==> config.mk <==
export PLATFORM = sky130hd
export DESIGN_NAME = reg_interface
export DESIGN_NICKNAME = d
export VERILOG_FILES = /design/src/hw/xv_pkg.sv /design/src/hw/reg_interface.sv
export SDC_FILE = /design/constraint.sdc
export NUM_CORES = 1
export LEC_CHECK = 0
export BUFFER_PORTS_ARGS = -buffer_cell sky130_fd_sc_hd__buf_2
export CAP_MARGIN = 5
export CORE_ASPECT_RATIO = 1.4
export CORE_MARGIN = 3
export CORE_UTILIZATION = 50
export DETAILED_ROUTE_END_ITERATION = 7
export GPL_ROUTABILITY_DRIVEN = 0
export PLACE_DENSITY = 0.77
export SETUP_SLACK_MARGIN = 0.15
export SYNTH_ARGS = -nofsm -noshare
export SYNTH_HDL_FRONTEND = slang
export SYNTH_SLANG_ARGS = --single-unit
==> constraint.sdc <==
create_clock -name clk -period 5.4 [get_ports clk]
set_input_delay 1.35 -clock clk [delete_from_list [all_inputs] [get_ports clk]]
set_output_delay 1.35 -clock clk [all_outputs]
set_load 0.05 [all_outputs]
==> src/hw/xv_pkg.sv <==
// word, register number, interrupt vector, VRAM request and fill command types

`default_nettype none

package xv_pkg;

    // VRAM word and width of every host register
    typedef logic [15:0] word_t;

    // host register numbers as seen on bus_reg_num_i
    typedef enum logic [3:0] {
        XM_INT_CTRL   = 4'd0,       // mask high byte, status/clear low byte
        XM_WR_INCR    = 4'd1,       // shared address increment
        XM_WR_ADDR    = 4'd2,       // VRAM write pointer
        XM_DATA       = 4'd3,       // VRAM data port
        XM_RD_ADDR    = 4'd4,       // VRAM read pointer
        XM_BLIT_DST   = 4'd5,       // fill start address
        XM_BLIT_VAL   = 4'd6,       // fill word
        XM_BLIT_COUNT = 4'd7,       // fill length whose write starts the fill
        XM_TIMER      = 4'd8,       // timer compare reloaded on write
        XM_SYS_CTRL   = 4'd9        // busy flags
    } xm_reg_e;

    // one bit per interrupt source with upper two unused
    typedef logic [3:0] intr_t;

    localparam int BLIT_INTR  = 0;  // fill done
    localparam int TIMER_INTR = 1;  // timer compare

    // one VRAM access from a requester
    typedef struct packed {
        logic  wr;                  // 1 = write, 0 = read
        word_t addr;                // word address wrapping at VRAM size
        word_t data;                // write data
    } mem_req_t;

    // block fill command
    typedef struct packed {
        word_t dst;                 // first address
        word_t val;                 // word stored at every address
        word_t count;               // number of words where 0 means nothing
    } blit_cmd_t;

endpackage

`default_nettype wire

==> src/hw/reg_interface.sv <==
// host byte bus decode, VRAM address registers, read prefetch and status readback

`default_nettype none
`timescale 1ns/1ps

module reg_interface (
    input  wire logic               clk,
    input  wire logic               reset_i,
    input  wire logic               bus_cs_n_i,     // strobe, active low
    input  wire logic               bus_rd_nwr_i,   // 1 = read
    input  wire logic [3:0]         bus_reg_num_i,
    input  wire logic               bus_bytesel_i,  // 1 = odd byte
    input  wire logic [7:0]         bus_data_i,
    input  wire logic               mem_ack_i,      // one-cycle VRAM done
    input  wire xv_pkg::word_t      mem_rd_data_i,  // valid with ack
    input  wire logic               blit_busy_i,
    input  wire xv_pkg::intr_t      intr_status_i,
    output logic [7:0]              bus_data_o,     // registered read byte
    output logic                    mem_sel_o,
    output xv_pkg::mem_req_t        mem_req_o,
    output logic                    blit_start_o,   // one-cycle fill start
    output xv_pkg::blit_cmd_t       blit_cmd_o,
    output xv_pkg::intr_t           intr_mask_o,
    output xv_pkg::intr_t           intr_clear_o,   // one-cycle clear vector
    output xv_pkg::word_t           timer_cmp_o,
    output logic                    timer_load_o    // one-cycle reload
);

xv_pkg::xm_reg_e    reg_sel;        // decoded register number
logic               wr_strobe;      // any byte write this cycle
logic               rd_strobe;      // any byte read this cycle
logic               wr_commit;      // odd byte write with full word ready
logic               rd_step;        // odd byte read of data port
logic [7:0]         hi_byte;        // held even byte
xv_pkg::word_t      wr_word;        // word being committed

xv_pkg::word_t      wr_incr;
xv_pkg::word_t      wr_addr;
xv_pkg::word_t      rd_addr;
xv_pkg::word_t      rd_next;        // read pointer after step
xv_pkg::word_t      rd_data;        // prefetched VRAM word
xv_pkg::word_t      rd_word;        // readback mux
logic               mem_busy;

logic               req_issue;      // start a VRAM access
xv_pkg::mem_req_t   req_next;

assign reg_sel   = xv_pkg::xm_reg_e'(bus_reg_num_i);
assign wr_strobe = ~bus_cs_n_i & ~bus_rd_nwr_i;
assign rd_strobe = ~bus_cs_n_i & bus_rd_nwr_i;
assign wr_commit = wr_strobe & bus_bytesel_i;
assign rd_step   = rd_strobe & bus_bytesel_i & (reg_sel == xv_pkg::XM_DATA);
assign wr_word   = {hi_byte, bus_data_i};
assign rd_next   = rd_addr + wr_incr;
assign mem_busy  = mem_sel_o;       // outstanding until ack

// next host VRAM access with at most one per strobe
always_comb begin
    req_issue = 1'b0;
    req_next  = mem_req_o;
    if (wr_commit && reg_sel == xv_pkg::XM_DATA) begin
        req_issue     = 1'b1;
        req_next.wr   = 1'b1;
        req_next.addr = wr_addr;
        req_next.data = wr_word;
    end else if (wr_commit && reg_sel == xv_pkg::XM_RD_ADDR) begin
        req_issue     = 1'b1;       // prefetch at new pointer
        req_next.wr   = 1'b0;
        req_next.addr = wr_word;
        req_next.data = '0;
    end else if (rd_step) begin
        req_issue     = 1'b1;       // prefetch next word
        req_next.wr   = 1'b0;
        req_next.addr = rd_next;
        req_next.data = '0;
    end
end

// register readback
always_comb begin
    case (reg_sel)
        xv_pkg::XM_INT_CTRL:   rd_word = {4'b0, intr_mask_o, 4'b0, intr_status_i};
        xv_pkg::XM_WR_INCR:    rd_word = wr_incr;
        xv_pkg::XM_WR_ADDR:    rd_word = wr_addr;
        xv_pkg::XM_DATA:       rd_word = rd_data;
        xv_pkg::XM_RD_ADDR:    rd_word = rd_addr;
        xv_pkg::XM_BLIT_DST:   rd_word = blit_cmd_o.dst;
        xv_pkg::XM_BLIT_VAL:   rd_word = blit_cmd_o.val;
        xv_pkg::XM_BLIT_COUNT: rd_word = blit_cmd_o.count;
        xv_pkg::XM_TIMER:      rd_word = timer_cmp_o;
        xv_pkg::XM_SYS_CTRL:   rd_word = {14'b0, mem_busy, blit_busy_i};
        default:               rd_word = '0;
    endcase
end

// control state
always_ff @(posedge clk) begin
    if (reset_i) begin
        bus_data_o   <= '0;
        mem_sel_o    <= 1'b0;
        blit_start_o <= 1'b0;
        timer_load_o <= 1'b0;
        intr_mask_o  <= '0;
        intr_clear_o <= '0;
        wr_incr      <= '0;
        wr_addr      <= '0;
        rd_addr      <= '0;
    end else begin
        blit_start_o <= 1'b0;           // pulses last one cycle
        timer_load_o <= 1'b0;
        intr_clear_o <= '0;

        if (mem_ack_i) begin
            mem_sel_o <= 1'b0;
            if (mem_req_o.wr) begin
                wr_addr <= wr_addr + wr_incr;   // advance after write lands
            end
        end
        if (req_issue) begin
            mem_sel_o <= 1'b1;          // new request wins over ack drop
        end
        if (rd_step) begin
            rd_addr <= rd_next;
        end
        if (rd_strobe) begin
            bus_data_o <= bus_bytesel_i ? rd_word[7:0] : rd_word[15:8];
        end

        if (wr_commit) begin
            case (reg_sel)
                xv_pkg::XM_INT_CTRL: begin
                    intr_mask_o  <= wr_word[11:8];  // high byte
                    intr_clear_o <= wr_word[3:0];   // low byte clears
                end
                xv_pkg::XM_WR_INCR:    wr_incr      <= wr_word;
                xv_pkg::XM_WR_ADDR:    wr_addr      <= wr_word;  // overrides advance
                xv_pkg::XM_RD_ADDR:    rd_addr      <= wr_word;
                xv_pkg::XM_BLIT_COUNT: blit_start_o <= 1'b1;
                xv_pkg::XM_TIMER:      timer_load_o <= 1'b1;
                default: ;
            endcase
        end
    end
end

// data registers
always_ff @(posedge clk) begin
    if (wr_strobe && !bus_bytesel_i) begin
        hi_byte <= bus_data_i;
    end
    if (req_issue) begin
        mem_req_o <= req_next;
    end
    if (mem_ack_i && !mem_req_o.wr) begin
        rd_data <= mem_rd_data_i;       // prefetch lands
    end
    if (wr_commit) begin
        case (reg_sel)
            xv_pkg::XM_BLIT_DST:   blit_cmd_o.dst   <= wr_word;
            xv_pkg::XM_BLIT_VAL:   blit_cmd_o.val   <= wr_word;
            xv_pkg::XM_BLIT_COUNT: blit_cmd_o.count <= wr_word;
            xv_pkg::XM_TIMER:      timer_cmp_o      <= wr_word;
            default: ;
        endcase
    end
end

endmodule

`default_nettype wire

* Word level (Yosys, flattened, before mapping)
Index checks and enable logic that the tools add are counted.
** Storage, ports and cells
- Flip-flop bits (word level) :: 188
- Input bits :: 39
- Output and inout bits :: 116
- Word-level logic and storage cells :: 75
** Cells by class
- $add $sub $neg :: 2
- Equality and inequality tests :: 9
- Multiplexer cells :: 19
- Bitwise logic cells :: 9
- Reduce and logical (&&, ||, !) cells :: 18
** Operators with widths (number)
- 16-bit one-hot mux with 10 select lines :: 1
- 16-bit 2-to-1 mux :: 7
- 33-bit 2-to-1 mux :: 2
- 16-bit adder :: 2
- 32-bit 2-to-1 mux :: 1
- 4-bit by 3-bit equality test with 1-bit output, second input constant :: 4
- 2-bit AND reduction :: 7
- 4-bit by 2-bit equality test with 1-bit output, second input constant :: 2
- 4-bit equality test, second input constant :: 2
- 8-bit 2-to-1 mux :: 1
- 1-bit 2-to-1 mux :: 7
- 1-bit bitwise AND :: 5
- 4-bit by 1-bit equality test with 1-bit output, second input constant :: 1
- 1-bit logical AND :: 4
- 4-bit zero test :: 1
- 1-bit NOT :: 4
- 3-bit nonzero test :: 1
- 3-bit OR reduction :: 1
- 1-bit zero test :: 2
- 2-bit nonzero test :: 1
- 2-bit OR reduction :: 1

* Logic depth before layout (Yosys ltp)
Gate-level depths: netlist of the first run.
- Depth after elaboration :: 8
- Gate-level depth with buffers :: 10
- Mapped depth without buffers :: 8

* Worst setup path after synthesis of the first run
Ideal clock, no wire load.
- Path type :: input to register
- Start :: input bus_reg_num_i[3]
- End :: register mem_req_o[0] (netlist bit) (enable)
- Library setup time :: 391 ps
- Arrival :: 3303 ps
- Setup slack :: 1706 ps
- Stages :: 6
- Buffers on the path :: 2
- Cells stage by stage :: buf_2 > nor4b_2 > and2_1 > buf_2 > nor2_1 > nand2_1
** Between the ends
- Cells in the longest elaborated chain, start to end :: 6
- Elaborated cells on any way between the ends :: 10
- Those cells by class :: eq/ne: 2; mux: 3; bitwise: 1; reduce/logical: 4
** RTL lines
- start, declared :: line reg_interface.sv:11 : input wire logic [3:0] bus_reg_num_i,
- 4-bit by 2-bit equality test with 1-bit output :: line reg_interface.sv:52, reg_interface.sv:61
- 1-bit bitwise AND :: line reg_interface.sv:52 : assign rd_step = rd_strobe & bus_bytesel_i & (reg_sel == xv_pkg::XM_DATA);
- 1-bit 2-to-1 mux :: line reg_interface.sv:71 : end else if (rd_step) begin
- 1-bit 2-to-1 mux :: line reg_interface.sv:66 : end else if (wr_commit && reg_sel == xv_pkg::XM_RD_ADDR) begin
- 1-bit 2-to-1 mux :: line reg_interface.sv:61 : if (wr_commit && reg_sel == xv_pkg::XM_DATA) begin
- 2-bit AND reduction (no source line) *
- end signal, assigned :: line reg_interface.sv:152 : mem_req_o <= req_next;
- end, declared :: line reg_interface.sv:20 : output xv_pkg::mem_req_t mem_req_o,
Mark *: on every way between the ends. The rest lies on a longest branch, timed or not.
A chain may end at the register's enable or synchronous reset.

* Worst setup path in the final report of the first run
- Start :: input bus_reg_num_i[1]
- End :: register mem_req_o[18] (netlist bit) (enable)
The elaborated chain is that of the path after synthesis.

==> impl_metrics.xml, run 1 <==
<?xml version="1.0" encoding="UTF-8"?>
<metrics>
  <group name="timing">
    <metric name="finalSetupViolations" unit="">0</metric>
    <metric name="sum_of_negative_setup_slack" unit="ns">0</metric>
    <metric name="worst_hold_slack" unit="ns">0.4791</metric>
    <metric name="achievable-frequency" unit="MHz">251.5</metric>
    <metric name="period_minus_slack" unit="ns">3.976</metric>
    <metric name="slew_at_the_pin_closest_to_its_max_slew_limit" unit="ns">1.078</metric>
    <metric name="slew-limit-headroom" unit="%">27.61</metric>
    <metric name="pins_over_slew_limit" unit="">0</metric>
    <metric name="timing.final.hold_violations" unit="">0</metric>
    <metric name="fin_crit_sh" unit="%">73.64</metric>
    <metric name="worst_clock_skew" unit="ns">0.01364</metric>
    <metric name="rsz_0062_raised_after_global_routing" unit="">false</metric>
  </group>
  <group name="detailed_routing">
    <metric name="drt-vias-per-instance" unit="">6.627</metric>
    <metric name="antenna_violating_nets_post_route" unit="">0</metric>
    <metric name="drc_errors" unit="">0</metric>
    <metric name="avgRoutedWirePerCell" unit="um">25.51</metric>
    <metric name="postRouteWirelength" unit="um">32400</metric>
    <metric name="drt-initial-drc-count" unit="">1449</metric>
    <metric name="detailedRoute.firstPassIterationCount" unit="">6</metric>
    <metric name="via_count" unit="">8416</metric>
  </group>
  <group name="min_path">
    <metric name="timing.hold.worst.class" unit="">register to register</metric>
    <metric name="worst_hold_path.num_cells" unit="">2</metric>
    <metric name="min_to" unit="">bus_data_o[2]</metric>
    <metric name="hold_path.startpoint" unit="">bus_data_o[2]</metric>
  </group>
  <group name="floorplan">
    <metric name="num_rows" unit="">58</metric>
    <metric name="die_w" unit="um">121.6</metric>
    <metric name="die_y" unit="um">167.8</metric>
    <metric name="initial_utilization" unit="%">51.56</metric>
    <metric name="placeable_area" unit="mm^2">0.01814</metric>
    <metric name="boundaryPins" unit="">155</metric>
    <metric name="fp.dieArea" unit="mm^2">0.02041</metric>
  </group>
  <group name="global_routing">
    <metric name="largest_net_degree_at_the_start_of_global_routing" unit="">60</metric>
    <metric name="antenna_found_initial" unit="">1</metric>
    <metric name="grt_overflow" unit="">0</metric>
    <metric name="first_pass_grt_wire_length" unit="um">48480</metric>
    <metric name="gr-usage-all-layers" unit="%">32.06</metric>
    <metric name="first_global_vias" unit="">7925</metric>
  </group>
  <group name="logic_synthesis">
    <metric name="synth.top_cell.area_share" unit="%">38.84</metric>
    <metric name="yosysTopAreaCell" unit="">edfxtp_1</metric>
    <metric name="netlist_top_cells_area" unit="">edfxtp_1 39%, dfxtp_1 14%, a21oi_1 4.8%, nand2_1 4.5%, ha_1 4.0%</metric>
    <metric name="synth.ff_latch_count" unit="">188</metric>
    <metric name="post_synth_num_cell_types" unit="">68</metric>
    <metric name="asr_flop_ratio_synth" unit="%">0</metric>
    <metric name="synth_top_flop_cell" unit="">edfxtp_1</metric>
    <metric name="synth_nets" unit="">957</metric>
    <metric name="synth.cell_area" unit="mm^2">0.009354</metric>
    <metric name="synth_edf_count" unit="">121</metric>
    <metric name="yosysWarnings" unit="">0</metric>
    <metric name="most_used_standard_cells_in_the_synthesized_netlist" unit="">121 x edfxtp_1, 111 x nand2_1, 90 x a21oi_1</metric>
    <metric name="avgSynthCellArea" unit="um^2">10.56</metric>
    <metric name="synthMostInstantiatedCell" unit="">edfxtp_1</metric>
    <metric name="synth-seq-area-share" unit="%">53.18</metric>
    <metric name="synthCells" unit="">886</metric>
  </group>
  <group name="critical_path">
    <metric name="worstPathArrival" unit="ns">4.10</metric>
    <metric name="regToRegSetupSlack" unit="ns">2.51</metric>
    <metric name="r2r_end" unit="">wr_addr[14]</metric>
    <metric name="crit_fanout" unit="">33</metric>
    <metric name="startpoint_type" unit="">input pin</metric>
    <metric name="worst-r2r-cell-count" unit="">8</metric>
    <metric name="cp.required" unit="ns">5.52</metric>
    <metric name="worstSetupPathType" unit="">input pin to register</metric>
    <metric name="endpoint_kind" unit="">register</metric>
    <metric name="startpoint_of_the_worst_register_to_register_path" unit="">wr_addr[0]</metric>
  </group>
  <group name="clocking">
    <metric name="latest_clock_arrival_within_the_worst_skew_pair" unit="ns">0.43</metric>
    <metric name="postCtsHoldBufs" unit="">0</metric>
    <metric name="cts-buffers-inserted" unit="">17</metric>
    <metric name="gates_resized_cts_repair" unit="">0</metric>
    <metric name="cts.sink_count" unit="">188</metric>
    <metric name="htreeDepth" unit="">4</metric>
    <metric name="cts.reportedPaths.clkPinSlew" unit="ns">0.07</metric>
    <metric name="clockRootBuffer" unit="">clkbuf_16</metric>
    <metric name="clock_tree_from_tritoncts" unit="">done</metric>
    <metric name="post-cts-setup-buffers" unit="">0</metric>
    <metric name="cts-root-to-sink-buffers" unit="">2</metric>
  </group>
  <group name="flow_run">
    <metric name="cap_violations" unit="">0</metric>
  </group>
  <group name="cells_and_area">
    <metric name="layout-drive-gt1-share" unit="%">21.94</metric>
    <metric name="multi_input_area" unit="mm^2">0.004139</metric>
    <metric name="seq_area" unit="mm^2">0.004975</metric>
    <metric name="synthToLayoutAreaGrowth" unit="%">16.88</metric>
    <metric name="num-fill-cells" unit="">1451</metric>
    <metric name="finalNetCount" unit="">1088</metric>
    <metric name="n_antenna_cell" unit="">0</metric>
  </group>
  <group name="placement">
    <metric name="io_buffers" unit="">154</metric>
    <metric name="dpl.hpwl" unit="um">23030</metric>
  </group>
  <group name="pwr">
    <metric name="power.density_cell_area" unit="mW/mm^2">279.0</metric>
    <metric name="max-vdd-ir-drop" unit="mV">0.2107</metric>
    <metric name="leakage" unit="uW">0.004271</metric>
  </group>
  <group name="status">
    <metric name="status" unit="">completed</metric>
  </group>
</metrics>
placed cells by master, fill, tap and decap left out, types with 13 or more instances in the layout:
cell type,n
a211oi_1,20
a21o_1,13
a21oi_1,90
a221oi_1,15
a22oi_1,18
a31oi_1,19
and3_1,24
buf_2,154
buf_4,15
clkbuf_16,17
dfxtp_1,67
edfxtp_1,121
ha_1,30
mux2_2,15
nand2_1,111
nand3_1,13
nor2_1,57
nor3_1,13
o21ai_0,27
xnor2_1,18
stage by stage:
step	total power [uW]	instance area (um^2)	cells	util [%]	setup WS, ns
detailed placement	1790	10320	1238	56.88	1.117
global route	3126	10930	1270	60.26	1.213
CTS	3044	10930	1270	60.26	1.532
finish	3050	10930	1270	60.26	1.424
floorplan	1706	9354	886	-	1.706
global placement	1789	10320	1238	56.88	1.192
how the worst max path moves through the flow:
stage / startpoint / to / slack (ns) / cells after the start
after CTS: bus_reg_num_i[1] / mem_req_o[21] / 1.53 / 8
after floorplan: bus_reg_num_i[3] / mem_req_o[0] / 1.71 / 6
after global routing: bus_reg_num_i[1] / mem_req_o[23] / 1.21 / 8
final: bus_reg_num_i[1] / mem_req_o[18] / 1.42 / 8
after global placement: bus_reg_num_i[1] / mem_req_o[18] / 1.19 / 8
after detailed placement: bus_reg_num_i[1] / mem_req_o[19] / 1.12 / 8
routing by layer:
layer	GRT usage [%]	up-vias	routed length, um
li1	-	3651	-
met1	38.57	3840	10750
met2	48.16	706	14000
met3	8.132	217	4039
met4	26.13	2	3600
met5	0	-	13
cells by family (layout without fill, tap and decap cells):
family                     after synthesis  after routing  share of synthesized area (%)
AOI/OAI and AO/OA                      278            278                          19.84
xor gates and xnor gates                20             20                          1.873
adders and majority gates               32             32                          4.441
buffers and inverters                   63            207                          2.729
DFF                                    188            188                          53.18
muxes                                   25             25                          3.143
and+or+nand+nor                        280            280                          14.79
sequential cells by signal, summed over array words and instances (netlist names), 8 cells and up:
signal and count:
hi_byte 8, timer_cmp_o 16, rd_data 16, mem_req_o 33
bus_data_o 8, wr_incr 16, rd_addr 16, blit_cmd_o 48
wr_addr 16
area by class of cell:
cell class                 count  area share [%]
tap                          240           2.747
clock buffer                  17           3.891
sequential                   188           45.50
multi-input combinational    635           37.86
timing repair buffer         169           8.080
clock inverter                15           1.717
inverter                       6          0.2060
where the power goes:
group	switching (uW)	total [uW]	leakage, uW	internal [uW]
Combinational	142	203	0.00235	60.2
Clock	648	1280	0.000295	635
Sequential	26.7	1560	0.00163	1540
worst max-delay path: stages:
cell	delay, ns
buf_2	0.53
nor4bb_4	0.47
buf_4	0.27
nand2_1	0.37
inv_1	0.44
nor2_1	0.21
nand2_1	0.14
buf_4	0.29
Power figures use the tool's default switching activity.
==> run 2: changes to the inputs <==
--- a/config.mk
+++ b/config.mk
@@ -5,6 +5,7 @@
 export SDC_FILE = /design/constraint.sdc
 export NUM_CORES = 1
 export LEC_CHECK = 0
+export ABC_AREA = 1
 export BUFFER_PORTS_ARGS = -buffer_cell sky130_fd_sc_hd__buf_2
 export CAP_MARGIN = 5
 export CORE_ASPECT_RATIO = 1.4
@@ -12,7 +13,7 @@
 export CORE_UTILIZATION = 50
 export DETAILED_ROUTE_END_ITERATION = 7
 export GPL_ROUTABILITY_DRIVEN = 0
-export PLACE_DENSITY = 0.77
+export PLACE_DENSITY = 0.8
 export SETUP_SLACK_MARGIN = 0.15
 export SYNTH_ARGS = -nofsm -noshare
 export SYNTH_HDL_FRONTEND = slang
==> constraint.sdc (replaced) <==
create_clock -name clk -period 3.4 [get_ports clk]
set_input_delay 0.85 -clock clk [delete_from_list [all_inputs] [get_ports clk]]
set_output_delay 0.85 -clock clk [all_outputs]
set_load 0.05 [all_outputs]
==> run 2 against run 1 <==
Core utilization fell by 0.48 points; sequential cell count did not move; global-route usage fell by 0.65 points; synthesized cell count rose by 30%; combinational power rose by 34%; clock skew fell by 0.0057 ns; non-clock buffer count rose by 2; routed wire length rose by 0.62%; sequential power rose by 59%; count of clock-buffer cells in the layout rose by 1; clock power rose by 59%; final area rose by 2.5%; critical path type unchanged; largest cell class unchanged; largest power group unchanged.
==> impl_metrics.xml, run 2 <==
<?xml version="1.0" encoding="UTF-8"?>
<metrics>
  <group name="timing">
    <metric name="worst_hold_slack" unit="ns">0.4803</metric>
    <metric name="period_minus_slack" unit="ns">2.394</metric>
    <metric name="sum_of_negative_setup_slack" unit="ns">0</metric>
    <metric name="pins_over_slew_limit" unit="">0</metric>
    <metric name="worst_clock_skew" unit="ns">0.007947</metric>
    <metric name="rsz_0062_raised_after_global_routing" unit="">false</metric>
    <metric name="finalSetupViolations" unit="">0</metric>
    <metric name="slew-limit-headroom" unit="%">38.72</metric>
    <metric name="timing.final.hold_violations" unit="">0</metric>
    <metric name="achievable-frequency" unit="MHz">417.7</metric>
    <metric name="fin_crit_sh" unit="%">70.42</metric>
    <metric name="timing.final.ws_setup" unit="ns">1.006</metric>
    <metric name="slew_at_the_pin_closest_to_its_max_slew_limit" unit="ns">0.9182</metric>
  </group>
  <group name="logic_synthesis">
    <metric name="post_synth_num_cell_types" unit="">37</metric>
    <metric name="synthMostInstantiatedCell" unit="">nand2_1</metric>
    <metric name="synthCells" unit="">1156</metric>
    <metric name="most_used_standard_cells_in_the_synthesized_netlist" unit="">381 x nand2_1, 121 x edfxtp_1, 111 x a21oi_1</metric>
    <metric name="synth_nets" unit="">1227</metric>
    <metric name="synth.top_cell.area_share" unit="%">37.87</metric>
    <metric name="synth.cell_area" unit="mm^2">0.009595</metric>
    <metric name="synth.ff_latch_count" unit="">188</metric>
    <metric name="synth_edf_count" unit="">121</metric>
    <metric name="yosysTopAreaCell" unit="">edfxtp_1</metric>
    <metric name="yosysWarnings" unit="">0</metric>
    <metric name="netlist_top_cells_area" unit="">edfxtp_1 38%, nand2_1 15%, dfxtp_1 14%, a21oi_1 5.8%, inv_1 4.0%</metric>
    <metric name="asr_flop_ratio_synth" unit="%">0</metric>
    <metric name="synth-seq-area-share" unit="%">51.85</metric>
    <metric name="synth_top_flop_cell" unit="">edfxtp_1</metric>
    <metric name="avgSynthCellArea" unit="um^2">8.301</metric>
  </group>
  <group name="clocking">
    <metric name="latest_clock_arrival_within_the_worst_skew_pair" unit="ns">0.45</metric>
    <metric name="cts.sink_count" unit="">188</metric>
    <metric name="clock_tree_from_tritoncts" unit="">done</metric>
    <metric name="cts.reportedPaths.clkPinSlew" unit="ns">0.08</metric>
    <metric name="cts-buffers-inserted" unit="">17</metric>
    <metric name="postCtsHoldBufs" unit="">0</metric>
    <metric name="gates_resized_cts_repair" unit="">0</metric>
    <metric name="cts-root-to-sink-buffers" unit="">2</metric>
    <metric name="post-cts-setup-buffers" unit="">0</metric>
    <metric name="clockRootBuffer" unit="">clkbuf_16</metric>
    <metric name="htreeDepth" unit="">4</metric>
  </group>
  <group name="critical_path">
    <metric name="critPathSlowestCell" unit="">buf_4</metric>
    <metric name="crit_fanout" unit="">38</metric>
    <metric name="worstPathArrival" unit="ns">2.60</metric>
    <metric name="regToRegSetupSlack" unit="ns">1.12</metric>
    <metric name="worstSetupPathType" unit="">input pin to register</metric>
    <metric name="endpoint_kind" unit="">register</metric>
    <metric name="startpoint_type" unit="">input pin</metric>
    <metric name="critPathMaxStageDelay" unit="ns">0.38</metric>
    <metric name="worst_path_cell_chain" unit="">buf_2 -&gt; nor2_1 -&gt; nand2_2 -&gt; nor2_2 -&gt; buf_4 -&gt; inv_1 -&gt; nand2_1 -&gt; nand2_1 -&gt; nand2_1 -&gt; nand2_1</metric>
    <metric name="cp.required" unit="ns">3.60</metric>
    <metric name="path_common_cell" unit="">nand2_1</metric>
  </group>
  <group name="pwr">
    <metric name="power.density_cell_area" unit="mW/mm^2">427.4</metric>
    <metric name="combPwrFrac" unit="%">5.7</metric>
    <metric name="cell_internal_pwr" unit="uW">3575</metric>
    <metric name="max-vdd-ir-drop" unit="mV">0.3514</metric>
    <metric name="power.switching_fraction" unit="%">25.38</metric>
    <metric name="pwr-share-seq" unit="%">51.7</metric>
    <metric name="leakage" unit="uW">0.004976</metric>
    <metric name="switchingPower" unit="uW">1216</metric>
    <metric name="share_clk_of_total_power" unit="%">42.6</metric>
  </group>
  <group name="cells_and_area">
    <metric name="layout-drive-gt1-share" unit="%">17.71</metric>
    <metric name="n_antenna_cell" unit="">0</metric>
    <metric name="finalNetCount" unit="">1385</metric>
    <metric name="largest_regs" unit="">blit_cmd_o: 48 flops, mem_req_o: 33 flops</metric>
    <metric name="layout_commonest_cell" unit="">nand2_1</metric>
    <metric name="max_flop_register" unit="">blit_cmd_o</metric>
    <metric name="synthToLayoutAreaGrowth" unit="%">16.82</metric>
    <metric name="final_cell_mix" unit="">381 x nand2_1, 154 x buf_2, 121 x edfxtp_1, 111 x a21oi_1, 103 x inv_1</metric>
    <metric name="largest_register_ffs" unit="">48</metric>
    <metric name="num-fill-cells" unit="">1638</metric>
  </group>
  <group name="min_path">
    <metric name="timing.hold.worst.class" unit="">register to register</metric>
  </group>
  <group name="flow_run">
    <metric name="cap_violations" unit="">0</metric>
  </group>
  <group name="detailed_routing">
    <metric name="via_count" unit="">9094</metric>
    <metric name="drc_errors" unit="">0</metric>
    <metric name="antenna_violating_nets_post_route" unit="">0</metric>
    <metric name="dr_wl_met2" unit="um">14740</metric>
    <metric name="avgRoutedWirePerCell" unit="um">20.75</metric>
    <metric name="met3_wirelength" unit="um">4272</metric>
    <metric name="drt-initial-drc-count" unit="">1373</metric>
    <metric name="detailedRoute.firstPassIterationCount" unit="">6</metric>
    <metric name="top_layer_used" unit="">met4</metric>
    <metric name="postRouteWirelength" unit="um">32600</metric>
    <metric name="route.layer.met1.wl" unit="um">11040</metric>
    <metric name="drt-vias-per-instance" unit="">5.789</metric>
  </group>
  <group name="placement">
    <metric name="post-place-ws" unit="ns">0.5873</metric>
    <metric name="dpl.hpwl" unit="um">24030</metric>
    <metric name="io_buffers" unit="">154</metric>
  </group>
  <group name="status">
    <metric name="status" unit="">completed</metric>
  </group>
  <group name="global_routing">
    <metric name="first_global_vias" unit="">8499</metric>
    <metric name="antenna_found_initial" unit="">1</metric>
    <metric name="largest_net_degree_at_the_start_of_global_routing" unit="">39</metric>
    <metric name="grt_overflow" unit="">0</metric>
    <metric name="gr-usage-all-layers" unit="%">31.41</metric>
    <metric name="first_pass_grt_wire_length" unit="um">48400</metric>
  </group>
  <group name="floorplan">
    <metric name="initial_utilization" unit="%">51.17</metric>
    <metric name="num_rows" unit="">59</metric>
    <metric name="die_w" unit="um">123.1</metric>
    <metric name="fp.dieArea" unit="mm^2">0.02091</metric>
    <metric name="placeable_area" unit="mm^2">0.01875</metric>
    <metric name="boundaryPins" unit="">155</metric>
    <metric name="die_y" unit="um">169.9</metric>
  </group>
</metrics>
run 2: cell count changes in the layout (fill, tap and decap cells not counted), moves of 16 or more:
cell,previous run,this run
and3_1,24,3
a31oi_1,19,3
a211oi_1,20,2
o21ai_0,27,59
inv_1,6,103
nand2_1,111,381
a22oi_1,18,0
nor2_1,57,90
a21oi_1,90,111
nand3_1,13,57
run 2: critical path: cells and delay by family:
family / cells / cell delay, ns
simple gates: 7 / 0.98
buf+inv: 3 / 0.74
run 2: logic make-up (layout without fill, tap and decap cells):
group                    Yosys count  after routing  synth area share, %
AO/OA/AOI/OAI                    201            201                10.95
XOR/XNOR                          13             13                1.187
adder cells (fa/ha/maj)           32             32                4.329
flip-flops                       188            188                51.85
AND/OR/NAND/NOR                  578            578                25.23
buffers and inverters            144            315                6.454
run 2: cell type report:
class	instances	area (um^2)	area share, %
Clock buffer	18	450.4	4.018
Clock inverter	14	158.9	1.418
Inverter	112	420.4	3.750
Multi-Input combinational cell	824	4001	35.70
Sequential cell	188	4975	44.38
Tap cell	244	305.3	2.724
Timing Repair Buffer	171	898.4	8.014
run 2: metrics by stage:
step	std cells	util (%)	instance area, um^2	total power (uW)
after floorplan	1156	-	9595	2671
after detailed placement	1539	56.53	10600	2788
after global routing	1571	59.78	11210	4913
after CTS	1571	59.78	11210	4773
final	1571	59.78	11210	4791
after global placement	1539	56.53	10600	2782
run 2: path summary, 6_finish.rpt:
| kind | endpoint | cells past startpoint | startpoint |
|---|---|---|---|
| max | mem_req_o[29] | 10 | bus_cs_n_i |
| max reg2reg | mem_req_o[24] | 10 | wr_incr[0] |
| min reg2reg | bus_data_o[2] | 2 | bus_data_o[2] |
| min | bus_data_o[2] | 2 | bus_data_o[2] |
run 2: metal layers:
layer | vias to the layer above | global-route usage (%)
met5 | - | 0
met4 | 0 | 20.05
met3 | 177 | 6.915
met2 | 686 | 49.06
met1 | 4094 | 39.29
li1 | 4137 | -
run 2: power groups by stage:
stage / combinational (uW) / clock [uW] / sequential, uW
finish: 272 / 2040 / 2480
global route: 288 / 2150 / 2470
CTS: 264 / 2040 / 2470
detailed placement: 262 / 0 / 2530
global placement: 257 / 0 / 2520
floorplan: 131 / 0 / 2540
